`src/common/bip_cfg.svh`:
```
`ifndef BIP_CFG_SVH
`define BIP_CFG_SVH

// Word and field widths
`define BIP_NB_BITS    16
`define BIP_NB_OPC     5
`define BIP_NB_SIGX    11    // Immediate field, sign bit included

// Program memory
`define BIP_INS_DEPTH  2048
`define BIP_NB_INS     11

// Data memory
`define BIP_DTA_DEPTH  1024
`define BIP_NB_DTA     10

`endif

```
`src/common/bip_isa_pkg.sv`:
```
`include "bip_cfg.svh"
`default_nettype none

package bip_isa_pkg;

   typedef enum logic [`BIP_NB_OPC-1:0] {
      OPC_HALT = 5'd0,
      OPC_STO  = 5'd1,   // Store variable
      OPC_LD   = 5'd2,   // Load variable
      OPC_LDI  = 5'd3,   // Load immediate
      OPC_ADD  = 5'd4,
      OPC_ADDI = 5'd5,
      OPC_SUB  = 5'd6,
      OPC_SUBI = 5'd7
   } bip_opcode_e;

   // Variable instructions address data memory
   typedef struct packed {
      bip_opcode_e                                       opcode;
      logic [`BIP_NB_BITS-`BIP_NB_OPC-`BIP_NB_DTA-1:0]   unused;
      logic [`BIP_NB_DTA-1:0]                            addr;
   } bip_ins_var_s;

   // Immediate instructions carry a two's-complement operand
   typedef struct packed {
      bip_opcode_e                    opcode;
      logic signed [`BIP_NB_SIGX-1:0] imm;
   } bip_ins_imm_s;

   typedef union packed {
      bip_ins_var_s var_f;
      bip_ins_imm_s imm_f;
   } bip_instr_u;

endpackage

`default_nettype wire

```
`src/common/bip_ctrl_pkg.sv`:
```
`default_nettype none

package bip_ctrl_pkg;

   // Accumulator load source
   typedef enum logic [1:0] {
      SRC_MEM  = 2'd0,
      SRC_IMM  = 2'd1,
      SRC_ALU  = 2'd2,
      SRC_NONE = 2'd3
   } bip_acc_src_e;

   typedef struct packed {
      bip_acc_src_e sel_a;
      logic         sel_b;    // 1 takes the immediate
      logic         wr_acc;
      logic         op_add;   // 0 subtracts
      logic         wr;       // Data memory write strobe
      logic         rd;       // Data memory read strobe
   } bip_ctrl_s;

endpackage

`default_nettype wire

```
`src/datapath/bip_datapath.sv`:
```
`include "bip_cfg.svh"
`default_nettype none

module bip_datapath
   import bip_isa_pkg::*, bip_ctrl_pkg::*;
(
   input  wire logic                    i_clk,
   input  wire logic                    i_rst,
   input  wire bip_instr_u              i_instr,
   input  wire bip_ctrl_s               i_ctrl,
   input  wire logic [`BIP_NB_BITS-1:0] i_mem_rdata,
   output logic [`BIP_NB_BITS-1:0]      o_acc
);

   logic [`BIP_NB_BITS-1:0] acc_q;
   logic [`BIP_NB_BITS-1:0] imm_ext;
   logic [`BIP_NB_BITS-1:0] operand;
   logic [`BIP_NB_BITS-1:0] alu_res;

   // Sign extension of the immediate field
   assign imm_ext = {{(`BIP_NB_BITS-`BIP_NB_SIGX){i_instr.imm_f.imm[`BIP_NB_SIGX-1]}},
                     i_instr.imm_f.imm};

   assign operand = i_ctrl.sel_b ? imm_ext : i_mem_rdata;

   // Wraps modulo 2^16
   assign alu_res = i_ctrl.op_add ? acc_q + operand : acc_q - operand;

   always_ff @(posedge i_clk) begin
      if (i_rst) begin
         acc_q <= '0;
      end else if (i_ctrl.wr_acc) begin
         case (i_ctrl.sel_a)
            SRC_MEM: acc_q <= i_mem_rdata;
            SRC_IMM: acc_q <= imm_ext;
            SRC_ALU: acc_q <= alu_res;
            default: acc_q <= acc_q;  // SRC_NONE keeps the value
         endcase
      end
   end

   assign o_acc = acc_q;

endmodule

`default_nettype wire

```
`config.mk`:
```
export PLATFORM = sky130hd
export DESIGN_NAME = bip_datapath
export DESIGN_NICKNAME = d
export VERILOG_FILES = /design/src/common/bip_isa_pkg.sv /design/src/common/bip_ctrl_pkg.sv /design/src/datapath/bip_datapath.sv
export VERILOG_INCLUDE_DIRS = /design/src /design/src/common
export SDC_FILE = /design/constraint.sdc
export NUM_CORES = 1
export LEC_CHECK = 0
export ABC_AREA = 0
export BUFFER_PORTS_ARGS = -buffer_cell sky130_fd_sc_hd__buf_2
export CAP_MARGIN = 0
export CORE_MARGIN = 2
export CORE_UTILIZATION = 45
export DETAILED_ROUTE_END_ITERATION = 7
export HOLD_SLACK_MARGIN = 0.06
export PLACE_DENSITY = 0.69
export RECOVER_POWER = 25
export SLEW_MARGIN = 30
export SYNTH_ARGS = -nofsm -noshare
export SYNTH_HDL_FRONTEND = slang
export SYNTH_SLANG_ARGS = --single-unit
```
`constraint.sdc`:
```
create_clock -name i_clk -period 5.1 [get_ports i_clk]
set_input_delay 1.02 -clock i_clk [delete_from_list [all_inputs] [get_ports i_clk]]
set_output_delay 1.02 -clock i_clk [all_outputs]
set_load 0.01 [all_outputs]
```
==> impl_metrics.json <==
{
  "cts_tree": "built",
  "synth.top_cell.area_share_pct": 13.73,
  "fin_skew_ns": 0.003817,
  "cp_max_fo": 26,
  "clock-sinks": 16,
  "place_hpwl_um": 4844,
  "setup_viol": 0,
  "hold_slack_ns": 0.4813,
  "cap_violations": 0,
  "cp_data_required_time_ns": 5.25,
  "largest_reg_flops": 16,
  "status": "finished clean",
  "sequentialPowerShare_pct": 26.7,
  "grt_first_pass_wirelength_um": 10480,
  "die_h_um": 75.99,
  "timing.final.crit_share_pct": 80.43,
  "cts.clk_slew.worst_paths_ns": 0.07,
  "syn_avg_cell_area_um2": 7.548,
  "viasPerCell": 5.729,
  "final_nets": 413,
  "io_pins": 57,
  "cp-start-kind": "input port",
  "cts-buffers-inserted": 3,
  "powerDensity_nw_per_um2": 206.9,
  "drc": 0,
  "grt_pass1_vias": 2211,
  "setup_tns_ns": 0,
  "ys_seq_area_share_pct": 13.73,
  "relSlewSlack_pct": 45.31,
  "cts-root-buf": "clkbuf_8",
  "ant_nets": 0,
  "pwr-share-clk_pct": 18.9,
  "postCtsHoldBufs": 0,
  "cts_setup_buffers": 0,
  "antenna_found_initial": 0,
  "clockBufferDepth": 2,
  "rows": 26,
  "leakage_uw": 0.001140,
  "cts_resized": 0,
  "min_period_ns": 4.102,
  "vdd_drop_max_v": 0.0001034,
  "grt.total_usage_pct": 21.76,
  "hold_class": "reg -> reg",
  "clk_latency_ns": 0.25,
  "cts-htree-levels": 1,
  "final_cell_mix": "buf_2 (41), nand2_1 (28), a21oi_1 (25)",
  "grt_max_degree": 28,
  "p_int_uw": 315.8,
  "synth_warnings": 0,
  "start_util_pct": 46.25,
  "max_freq_mhz": 243.8,
  "timing.rr.start": "o_acc[0]",
  "die_w_um": 75.99,
  "place_area_um2": 2604,
  "synthFlopType": "dfxtp_1",
  "die-area_um2": 5774,
  "syn-instance-count": 309,
  "slew_viol_final": 0,
  "synthToLayoutAreaGrowth_pct": 12.98,
  "first_iter_violations": 174,
  "r2r_end": "o_acc[14]",
  "num_antenna_cells": 0,
  "path_class": "in -> reg",
  "synth_cell_types": 58,
  "wl_per_cell_um": 15.25,
  "layout_commonest_cell": "buf_2",
  "finalInstanceArea_um2": 2635,
  "drive_above_1_share_pct": 17.29,
  "syn-cell-area_um2": 2332,
  "critPathArrivalTime_ns": 4.26,
  "io_buffer_count": 49,
  "core_um2": 5042,
  "gp_congestion": 0.9255,
  "switching_share_pct": 42.09,
  "critPathCaptureType": "register",
  "critPathLaunch": "i_ctrl[4]",
  "r2r_slack_ns": 2.58,
  "synth_edf_count": 0,
  "ys_seq_elements": 16,
  "switching_power_uw": 229.5,
  "synthTopCellsByArea": "dfxtp_1 (14%), ha_1 (12%), xnor2_1 (7.5%)",
  "yosys.area.top_type": "dfxtp_1",
  "wl_um": 6360,
  "syn_nets": 373,
  "vias": 2389,
  "rr_worst_depth": 10,
  "rsz0062_at_grt": "false",
  "hold_viol_final": 0,
  "worst_pin_slew_ns": 0.8203,
  "p_comb_share_pct": 54.4,
  "totalPowerFinal_uw": 545.3,
  "endpoint": "o_acc[15]",
  "firstDrtPassIters": 5,
  "globalRoute.totalOverflow": 0,
  "async_flop_share_pct": 0
}
[cell families after synthesis]
group,share of synthesized area [%]
simple gates,22.96
buf+inv,5.847
compound gates,27.52
mux,7.510
flops,13.73
fa+ha+maj,12.66
xor+xnor,9.764
[worst min-delay path by stage]
| stage | slack [ns] | cells past startpoint | from | endpoint |
|---|---|---|---|---|
| 3_3_place_gp | 0.47 | 2 | o_acc[0] | o_acc[0] |
| 6_report | 0.48 | 2 | o_acc[0] | o_acc[0] |
| 5_1_grt | 0.50 | 2 | o_acc[2] | o_acc[2] |
| 3_5_place_dp | 0.47 | 2 | o_acc[0] | o_acc[0] |
| 4_1_cts | 0.48 | 2 | o_acc[0] | o_acc[0] |
| 2_1_floorplan | 0.49 | 2 | o_acc[2] | o_acc[2] |
[power by group through the flow]
stage                     Sequential (µW)  Clock (µW)  Combinational, µW
final                                 146         103                297
after global routing                  147         113                330
after CTS                             145         109                296
after detailed placement              148           0                294
after global placement                148           0                289
after floorplan                       152           0                215
[cells in the mapped netlist (6+ instances only)]
| master | count |
|---|---|
| ha_1 | 22 |
| dfxtp_1 | 16 |
| xnor2_1 | 20 |
| a21oi_1 | 25 |
| xor2_1 | 6 |
| nor2_1 | 18 |
| nor3_1 | 10 |
| a22oi_1 | 8 |
| o21ai_0 | 18 |
| nand2b_1 | 9 |
| mux2i_1 | 13 |
| nand2_1 | 28 |
| inv_1 | 14 |
| nor2b_1 | 6 |
| nand3_1 | 10 |
| clkbuf_1 | 12 |
[stage by stage]
stage / utilization [%] / instances / worst slack [ns]
floorplan: - / 309 / 0.9943
global placement: 51.64 / 414 / 0.7782
CTS: 52.46 / 417 / 1.011
detailed placement: 51.64 / 414 / 0.7419
finish: 52.26 / 417 / 0.9979
global route: 52.26 / 417 / 0.6726
[critical path, cell delays in order]
cell and delay [ns]:
buf_2 0.17, buf_4 0.25, nor4_1 0.36, a22oi_1 0.21, nor4b_1 0.31, o21ai_0 0.14, xor2_1 0.16, mux2_2 0.27
ha_1 0.36, inv_1 0.10, o21ai_0 0.08, a221o_1 0.29, a31oi_1 0.20, xnor2_1 0.09, a41o_1 0.23
[per-layer routing]
| metal | track usage, % | wire, µm | vias to the layer above |
|---|---|---|---|
| met3 | 2.014 | 384 | 10 |
| met1 | 31.65 | 3065 | 1074 |
| met5 | 0 | 0 | - |
| met2 | 33.93 | 2828 | 96 |
| met4 | 7.091 | 82 | 0 |
| li1 | - | - | 1209 |
[area by class of cell]
type / count / area, µm²
flip-flops and latches: 16 / 320.3
multi-input cells: 262 / 1876
well taps: 70 / 87.58
fillers: 543 / 2407
repair buffers: 52 / 257.7
clock buffers: 3 / 41.29
inverters: 14 / 52.55
Power figures use the tool's default switching activity.
