### config.mk
export PLATFORM = sky130hd
export DESIGN_NAME = bip_control
export DESIGN_NICKNAME = d
export VERILOG_FILES = /design/src/common/bip_isa_pkg.sv /design/src/common/bip_ctrl_pkg.sv /design/src/hdl/bip_control.sv
export VERILOG_INCLUDE_DIRS = /design/src /design/src/common
export SDC_FILE = /design/constraint.sdc
export NUM_CORES = 1
export LEC_CHECK = 0
export ABC_CLOCK_PERIOD_IN_PS = 3800
export BUFFER_PORTS_ARGS = -buffer_cell sky130_fd_sc_hd__clkbuf_2
export CELL_PAD_IN_SITES_DETAIL_PLACEMENT = 0
export CELL_PAD_IN_SITES_GLOBAL_PLACEMENT = 1
export CORE_MARGIN = 10
export CORE_UTILIZATION = 32
export CTS_CLUSTER_DIAMETER = 120
export DETAILED_ROUTE_END_ITERATION = 10
export GPL_ROUTABILITY_DRIVEN = 0
export PLACE_DENSITY_LB_ADDON = 0.3
export SETUP_SLACK_MARGIN = 0.02
export SYNTH_ARGS = -nofsm -noshare
export SYNTH_HDL_FRONTEND = slang
export SYNTH_SLANG_ARGS = --single-unit
### constraint.sdc
create_clock -name i_clk -period 3.8 [get_ports i_clk]
set_input_delay 0.76 -clock i_clk [delete_from_list [all_inputs] [get_ports i_clk]]
set_output_delay 0.76 -clock i_clk [all_outputs]
set_load 0.05 [all_outputs]
### src/common/bip_cfg.svh
`ifndef BIP_CFG_SVH
`define BIP_CFG_SVH

// Word and field widths
`define BIP_NB_BITS    16
`define BIP_NB_OPC     5
`define BIP_NB_SIGX    11    // Immediate field, sign bit included

// Program memory
`define BIP_INS_DEPTH  2048
`define BIP_NB_INS     11

// Data memory
`define BIP_DTA_DEPTH  1024
`define BIP_NB_DTA     10

`endif

### src/common/bip_isa_pkg.sv
`include "bip_cfg.svh"
`default_nettype none

package bip_isa_pkg;

   typedef enum logic [`BIP_NB_OPC-1:0] {
      OPC_HALT = 5'd0,
      OPC_STO  = 5'd1,   // Store variable
      OPC_LD   = 5'd2,   // Load variable
      OPC_LDI  = 5'd3,   // Load immediate
      OPC_ADD  = 5'd4,
      OPC_ADDI = 5'd5,
      OPC_SUB  = 5'd6,
      OPC_SUBI = 5'd7
   } bip_opcode_e;

   // Variable instructions address data memory
   typedef struct packed {
      bip_opcode_e                                       opcode;
      logic [`BIP_NB_BITS-`BIP_NB_OPC-`BIP_NB_DTA-1:0]   unused;
      logic [`BIP_NB_DTA-1:0]                            addr;
   } bip_ins_var_s;

   // Immediate instructions carry a two's-complement operand
   typedef struct packed {
      bip_opcode_e                    opcode;
      logic signed [`BIP_NB_SIGX-1:0] imm;
   } bip_ins_imm_s;

   typedef union packed {
      bip_ins_var_s var_f;
      bip_ins_imm_s imm_f;
   } bip_instr_u;

endpackage

`default_nettype wire

### src/common/bip_ctrl_pkg.sv
`default_nettype none

package bip_ctrl_pkg;

   // Accumulator load source
   typedef enum logic [1:0] {
      SRC_MEM  = 2'd0,
      SRC_IMM  = 2'd1,
      SRC_ALU  = 2'd2,
      SRC_NONE = 2'd3
   } bip_acc_src_e;

   typedef struct packed {
      bip_acc_src_e sel_a;
      logic         sel_b;    // 1 takes the immediate
      logic         wr_acc;
      logic         op_add;   // 0 subtracts
      logic         wr;       // Data memory write strobe
      logic         rd;       // Data memory read strobe
   } bip_ctrl_s;

endpackage

`default_nettype wire

### src/hdl/bip_control.sv
`include "bip_cfg.svh"
`default_nettype none

module bip_control
   import bip_isa_pkg::*, bip_ctrl_pkg::*;
(
   input  wire logic                   i_clk,
   input  wire logic                   i_rst,
   input  wire logic                   i_run,
   input  wire bip_instr_u             i_instr,
   output logic [`BIP_NB_INS-1:0]      o_pc,
   output bip_ctrl_s                   o_ctrl,
   output logic                        o_halted
);

   logic [`BIP_NB_INS-1:0] pc_q;
   logic                   run_q;      // i_run delayed for edge detect
   logic                   running_q;
   logic                   halted_q;
   logic                   start;
   logic                   adv_pc;
   bip_ctrl_s              ctrl_dec;

   assign start = i_run & ~run_q;

   always_ff @(posedge i_clk) begin
      if (i_rst) begin
         pc_q      <= '0;
         run_q     <= 1'b0;
         running_q <= 1'b0;
         halted_q  <= 1'b0;
      end else begin
         run_q <= i_run;
         if (start) begin
            pc_q      <= '0;
            running_q <= 1'b1;
            halted_q  <= 1'b0;
         end else if (running_q) begin
            if (adv_pc) begin
               pc_q <= pc_q + 1'b1;
            end else begin
               running_q <= 1'b0;       // pc stays on the halt
               halted_q  <= 1'b1;
            end
         end else if (!i_run) begin
            halted_q <= 1'b0;
         end
      end
   end

   always_comb begin
      ctrl_dec = '0;
      adv_pc   = 1'b1;
      case (i_instr.var_f.opcode)
         OPC_STO: begin
            ctrl_dec.sel_a = SRC_NONE;
            ctrl_dec.wr    = 1'b1;
         end
         OPC_LD: begin
            ctrl_dec.sel_a  = SRC_MEM;
            ctrl_dec.wr_acc = 1'b1;
            ctrl_dec.rd     = 1'b1;
         end
         OPC_LDI: begin
            ctrl_dec.sel_a  = SRC_IMM;
            ctrl_dec.wr_acc = 1'b1;
         end
         OPC_ADD: begin
            ctrl_dec.sel_a  = SRC_ALU;
            ctrl_dec.wr_acc = 1'b1;
            ctrl_dec.op_add = 1'b1;
            ctrl_dec.rd     = 1'b1;
         end
         OPC_ADDI: begin
            ctrl_dec.sel_a  = SRC_ALU;
            ctrl_dec.sel_b  = 1'b1;
            ctrl_dec.wr_acc = 1'b1;
            ctrl_dec.op_add = 1'b1;
         end
         OPC_SUB: begin
            ctrl_dec.sel_a  = SRC_ALU;
            ctrl_dec.wr_acc = 1'b1;
            ctrl_dec.rd     = 1'b1;
         end
         OPC_SUBI: begin
            ctrl_dec.sel_a  = SRC_ALU;
            ctrl_dec.sel_b  = 1'b1;
            ctrl_dec.wr_acc = 1'b1;
         end
         default: begin
            adv_pc = 1'b0;             // Halt and undefined opcodes
         end
      endcase
   end

   assign o_ctrl   = running_q ? ctrl_dec : '0;
   assign o_pc     = pc_q;
   assign o_halted = halted_q;

endmodule

`default_nettype wire

==> run_results.csv, run 1 <==
group,metric,value,unit
global_route,grt_start_max_net_pins,13,
placed_design,io_buffers,26,
synth,yosysTopAreaCellShare,0.406,
critical_path,critPathBufInv,2,
power,p_leak,0.361,nW
critical_path,critPathTopFamily,"simple AND/OR/NAND/NOR gates",
critical_path,max_stage_delay,520,ps
route,num_vias,662,
power,clockPowerShare,0.320,
critical_path,critPathCaptureType,"primary output",
synth,ys_top_cells_by_area,"dfxtp_1 41%, nor2_1 6.5%, xor2_1 6.3%",
global_route,grt_use_total,0.0821,
clock_tree,postCtsSetupBuffers,0,
sta,drv_slew,0,
power,intPower,0.000193,W
synth,yosys_warnings,0,
critical_path,crit_arrival,2020,ps
synth,synth_top_area_cell,"dfxtp_1",
clock_tree,cts_buffers,3,
synth,ys_types,28,
synth,ys_ff_latch,14,
sta,setup_tns,0,ps
power,p_seq_frac,0.585,
cells_and_area,synthToLayoutAreaGrowth,25.5,%
route,ant_nets,0,
synth,synth-seq-area-share,0.406,
floorplanning,die_h,66.5,microns
clock_tree,cts_resized,0,
global_route,gr-total-overflow,0,
clock_tree,clockBufferDepth,2,
min_path,worstHoldPathType,"reg -> reg",
floorplanning,core-area,2000,sq um
sta,fin_crit,2780,ps
power,swShare,0.246,
clock_tree,postCtsHoldBufs,0,
sta,period_share,0.731,
placed_design,place_hpwl,1.37,mm
power,p_sw,0.0000629,W
sta,fmax,360,MHz
sta,finalSetupViolations,0,
route,drt_iter0_markers,14,
sta,hold_viol,0,
global_route,grt_pass1_vias,650,
sta,holdWs,483,ps
clock_tree,cts.sinks,14,
floorplanning,die_x,66.5,microns
power,p_per_area,295,nW/um^2
route,vias_per_cell,4.90,
sta,skew,1.46,ps
synth,synthCells,81,
critical_path,worst_setup_path_start_kind,"primary input",
synth,syn_nets,101,
clock_tree,insertion_delay,270,ps
clock_tree,cts_tree,"yes",
cells_and_area,fill_cells,216,
critical_path,worstPathCellList,"clkbuf_2 > or3b_1 > nor3b_2 > and2_1 > clkbuf_2",
clock_tree,clk_pin_slew,80,ps
cells_and_area,fin_nets,130,
sta,slew_headroom,0.594,
cells_and_area,layout-drive-gt1-share,0.296,
critical_path,cpMostUsedCell,"clkbuf_2",
job,max_cap_violations,0,
clock_tree,clockRootBuffer,"clkbuf_4",
critical_path,r2r_slack,1800,ps
critical_path,critPathSlowestCell,"or3b_1",
outcome,status,"complete, no violations",
floorplanning,die_area,4420,sq um
floorplanning,fp-row-count,16,
critical_path,path_max_fanout,8,
synth,avgSynthCellArea,8.53,sq um
route,routed_wl,1.70,mm
global_route,grt_antenna_before_repair,0,
cells_and_area,diodes,0,
floorplanning,ioPinCount,38,
critical_path,path_class,"in -> out",
sta,rsz0062_at_grt,"no",
power,pwr-share-comb,0.095,
sta,tightestPinTransition,604,ps
route,wl_per_cell,12.6,microns
route,drc,0,
clock_tree,htree_levels,1,
power,irDropWorstVdd,0.194,mV
global_route,grt_first_pass_wirelength,2.90,mm
synth,netlist_area,691,sq um
route,drt_pass1_iterations,4,
floorplanning,initial_utilization,0.345,
critical_path,cp.required,3040,ps
==> placed cells by master, fill, tap and decap left out, drive strengths merged, types with 3 or more instances in the layout <==
cell type / synthesis / layout
clkbuf: 1 / 29
dfxtp: 14 / 14
nor2: 12 / 12
a21oi: 6 / 6
xor2: 5 / 5
nand3: 4 / 4
or3: 4 / 4
and3: 3 / 3
inv: 3 / 3
nand2: 3 / 3
o21ai: 3 / 3
==> final cells by class <==
class                   instances  area [sq um]  area share
repair buffers                 26           130       0.150
multi-input cells              62           389       0.449
flip-flops and latches         14           280       0.323
clock buffers                   3          22.5      0.0260
well taps                      27          33.8      0.0390
inverters                       3          11.3      0.0130
==> metal layers <==
layer / share of wire / GRT usage
met1: 0.39 / 0.0779
met2: 0.51 / 0.144
met3: 0.088 / 0.0535
met4: 0.0065 / 0.0209
met5: 0 / 0
==> power groups by stage <==
| stage | registers [W] | clock network [W] | logic (W) |
|---|---|---|---|
| 3_5_place_dp | 0.000153 | 0 | 0.0000244 |
| 6_report | 0.000149 | 0.0000818 | 0.0000243 |
| 2_1_floorplan | 0.000155 | 0 | 0.0000134 |
| 5_1_grt | 0.000150 | 0.0000902 | 0.0000268 |
| 4_1_cts | 0.000149 | 0.0000851 | 0.0000244 |
| 3_3_place_gp | 0.000153 | 0 | 0.0000243 |
==> worst paths after layout <==
check	start	to	depth (start not counted)
max	i_instr[15]	o_ctrl[1]	5
min	o_halted	o_halted	2
max reg2reg	running_q	o_pc[10]	4
min reg2reg	o_halted	o_halted	2
==> cell usage after synthesis <==
cell type	count
or4_1	2
nand3_1	4
or3b_1	1
clkbuf_1	1
or3_4	1
nand2b_1	2
nor2b_1	1
o31ai_1	2
and3_1	3
nor3b_2	1
nor4_1	1
xnor2_1	2
dfxtp_1	14
and2_1	1
a21oi_1	6
nor3_1	2
or3_1	3
o21ai_0	3
buf_6	1
nand4_1	2
nor2_1	12
ha_1	1
and4_1	2
mux2i_1	1
nand2_1	3
xor2_1	5
nor3b_1	1
inv_1	3
==> tightest hold or removal path, stage by stage, from the launching register on <==
cell and delay [ps]:
dfxtp_1 310, o21ai_0 60, a21oi_1 60
==> kinds of logic (layout without fill, tap and decap cells) <==
group,after synthesis,after routing,synth area share
compound gates,11,11,0.0869
xor+xnor,7,7,0.0888
fa+ha+maj,1,1,0.0181
buf+inv,5,32,0.0380
flops,14,14,0.406
mux,1,1,0.0145
simple gates,42,42,0.348
==> per-stage QoR <==
step / cells / cell area [sq um] / total power, W / util / setup WS (ps)
after global routing: 135 / 867 / 0.000267 / 0.433 / 955
after CTS: 135 / 867 / 0.000259 / 0.433 / 1000
after detailed placement: 132 / 845 / 0.000177 / 0.422 / 1010
final: 135 / 867 / 0.000255 / 0.433 / 1020
after floorplan: 81 / 696 / 0.000168 / - / 547
after global placement: 132 / 845 / 0.000177 / 0.422 / 1030
==> registers in the layout, summed over array words and instances, names as in the netlist <==
name,cells
o_pc,11
o_halted,1
run_q,1
running_q,1
(Power assumes the default switching activity.)
==> inputs of run 2 (changes only) <==
--- a/config.mk
+++ b/config.mk
@@ -6,12 +6,12 @@
 export SDC_FILE = /design/constraint.sdc
 export NUM_CORES = 1
 export LEC_CHECK = 0
-export ABC_CLOCK_PERIOD_IN_PS = 3800
+export ABC_CLOCK_PERIOD_IN_PS = 2850
 export BUFFER_PORTS_ARGS = -buffer_cell sky130_fd_sc_hd__clkbuf_2
 export CELL_PAD_IN_SITES_DETAIL_PLACEMENT = 0
 export CELL_PAD_IN_SITES_GLOBAL_PLACEMENT = 1
 export CORE_MARGIN = 10
-export CORE_UTILIZATION = 32
+export CORE_UTILIZATION = 29
 export CTS_CLUSTER_DIAMETER = 120
 export DETAILED_ROUTE_END_ITERATION = 10
 export GPL_ROUTABILITY_DRIVEN = 0
==> constraint.sdc (replaced) <==
create_clock -name i_clk -period 2.85 [get_ports i_clk]
set_input_delay 0.57 -clock i_clk [delete_from_list [all_inputs] [get_ports i_clk]]
set_output_delay 0.57 -clock i_clk [all_outputs]
set_load 0.05 [all_outputs]
==> run 2 against run 1 <==
Clock power up 70%. Via count down 1.2%. Worst setup slack worse by 580 ps. Clock skew about the same. First-iteration DRC count up 43%. Critical path depth unchanged. Register-to-register slack worse by 960 ps. Largest cell class unchanged. Highest routed layer unchanged.
==> run_results.csv, run 2 (synthesis gave the netlist of run 1 again) <==
group,metric,value,unit
job,max_cap_violations,0,
outcome,status,"complete, no violations",
global_route,grt_first_pass_wirelength,2.68,mm
sta,fin_crit,2410,ps
sta,tightestPinTransition,596,ps
clock_tree,clockBufferDepth,2,
global_route,grt_start_max_net_pins,13,
sta,hold_viol,0,
sta,finalSetupViolations,0,
route,drt_iter0_markers,20,
clock_tree,postCtsSetupBuffers,0,
floorplanning,core-area,2230,sq um
clock_tree,cts_tree,"yes",
placed_design,io_buffers,26,
critical_path,ff2ff_path_depth,4,
clock_tree,postCtsHoldBufs,0,
floorplanning,die_area,4730,sq um
cells_and_area,fill_cells,238,
route,wl_met2,792,microns
route,routed_wl,1.70,mm
placed_design,place_hpwl,1.37,mm
sta,setup_tns,0,ps
global_route,gr-total-overflow,0,
clock_tree,cts_buffers,3,
clock_tree,htree_levels,1,
clock_tree,cts.sinks,14,
power,p_leak,0.378,nW
critical_path,cp.required,2280,ps
power,p_per_area,415,nW/um^2
sta,rsz0062_at_grt,"no",
global_route,grt_antenna_before_repair,0,
cells_and_area,largest_reg_flops,11,
sta,period_share,0.845,
cells_and_area,synthToLayoutAreaGrowth,29.7,%
route,dr_wl_met3,146,microns
sta,drv_slew,0,
route,wl_per_cell,12.3,microns
floorplanning,initial_utilization,0.309,
route,top_layer_used,"met4",
cells_and_area,layout-drive-gt1-share,0.309,
critical_path,critPathCaptureType,"primary output",
sta,slew_headroom,0.600,
route,met1_length,750,microns
sta,fmax,415,MHz
floorplanning,ioPinCount,38,
clock_tree,insertion_delay,270,ps
sta,skew,1.67,ps
critical_path,worst_setup_path_start_kind,"primary input",
cells_and_area,fin_util,0.401,
cells_and_area,diodes,0,
critical_path,path_max_fanout,8,
critical_path,crit_arrival,1840,ps
cells_and_area,layout.cells.most_common,"clkbuf_2",
global_route,grt_use_total,0.0736,
cells_and_area,layout_common_cells,"26 x clkbuf_2, 14 x dfxtp_1, 12 x nor2_1",
clock_tree,clk_pin_slew,80,ps
route,drt_pass1_iterations,4,
route,vias_per_cell,4.74,
cells_and_area,fin_nets,131,
placed_design,pre_cts_slack,433,ps
sta,setup_ws,442,ps
clock_tree,cts_resized,0,
floorplanning,die_h,68.8,microns
route,ant_nets,0,
min_path,hold_depth,2,
route,num_vias,654,
clock_tree,clockRootBuffer,"clkbuf_4",
placed_design,place_area,860,sq um
floorplanning,die_x,68.8,microns
min_path,worstHoldPathType,"reg -> reg",
global_route,grt_pass1_vias,580,
power,irDropWorstVdd,0.270,mV
critical_path,path_class,"in -> out",
cells_and_area,stdcell_area,896,sq um
floorplanning,fp-row-count,17,
route,drc,0,
==> run 2: changes by cell type in the layout (fill, tap and decap cells not counted), sizes merged <==
cell / delta
buf: +1
clkbuf: +1
==> run 2: final cells by class <==
class / instances / area [sq um] / share of cell area
Clock buffer: 4 / 36.3 / 0.0405
Inverter: 3 / 11.3 / 0.0126
Multi-Input combinational cell: 62 / 395 / 0.441
Sequential cell: 14 / 280 / 0.313
Tap cell: 28 / 35.0 / 0.0391
Timing Repair Buffer: 27 / 138 / 0.154
==> run 2: path summary, 6_finish.rpt <==
| kind | endpoint | slack, ps | from |
|---|---|---|---|
| worst min-delay path | o_halted | 480 | o_halted |
| worst max register to register | o_pc[10] | 840 | running_q |
| worst min register to register | o_halted | 480 | o_halted |
| worst max-delay path | o_ctrl[1] | 440 | i_instr[15] |
==> run 2: critical path, stage by stage <==
cell and delay, ps:
clkbuf_2 100, or3b_1 530, nor3b_4 220, and2_1 140, clkbuf_2 270
==> run 2: metrics by stage <==
stage          total power, W  std cells  hold slack (ps)
3_3_place_gp         0.000238        134              463
4_1_cts              0.000379        138              467
6_report             0.000372        138              482
3_5_place_dp         0.000238        134              470
5_1_grt              0.000394        138              469
2_1_floorplan        0.000225         81              456
==> run 2: where the power goes <==
| part | internal [W] | switching, W | total [W] |
|---|---|---|---|
| Combinational | 0.0000108 | 0.0000229 | 0.0000337 |
| Sequential | 0.000198 | 0.00000125 | 0.000199 |
| Clock | 0.0000776 | 0.0000616 | 0.000139 |
| Total | 0.000286 | 0.0000858 | 0.000372 |
==> run 2: metal layers <==
metal / track usage / up-vias
li1: - / 346
met1: 0.0882 / 293
met2: 0.106 / 13
met3: 0.0467 / 2
met4: 0.0222 / 0
met5: 0 / -
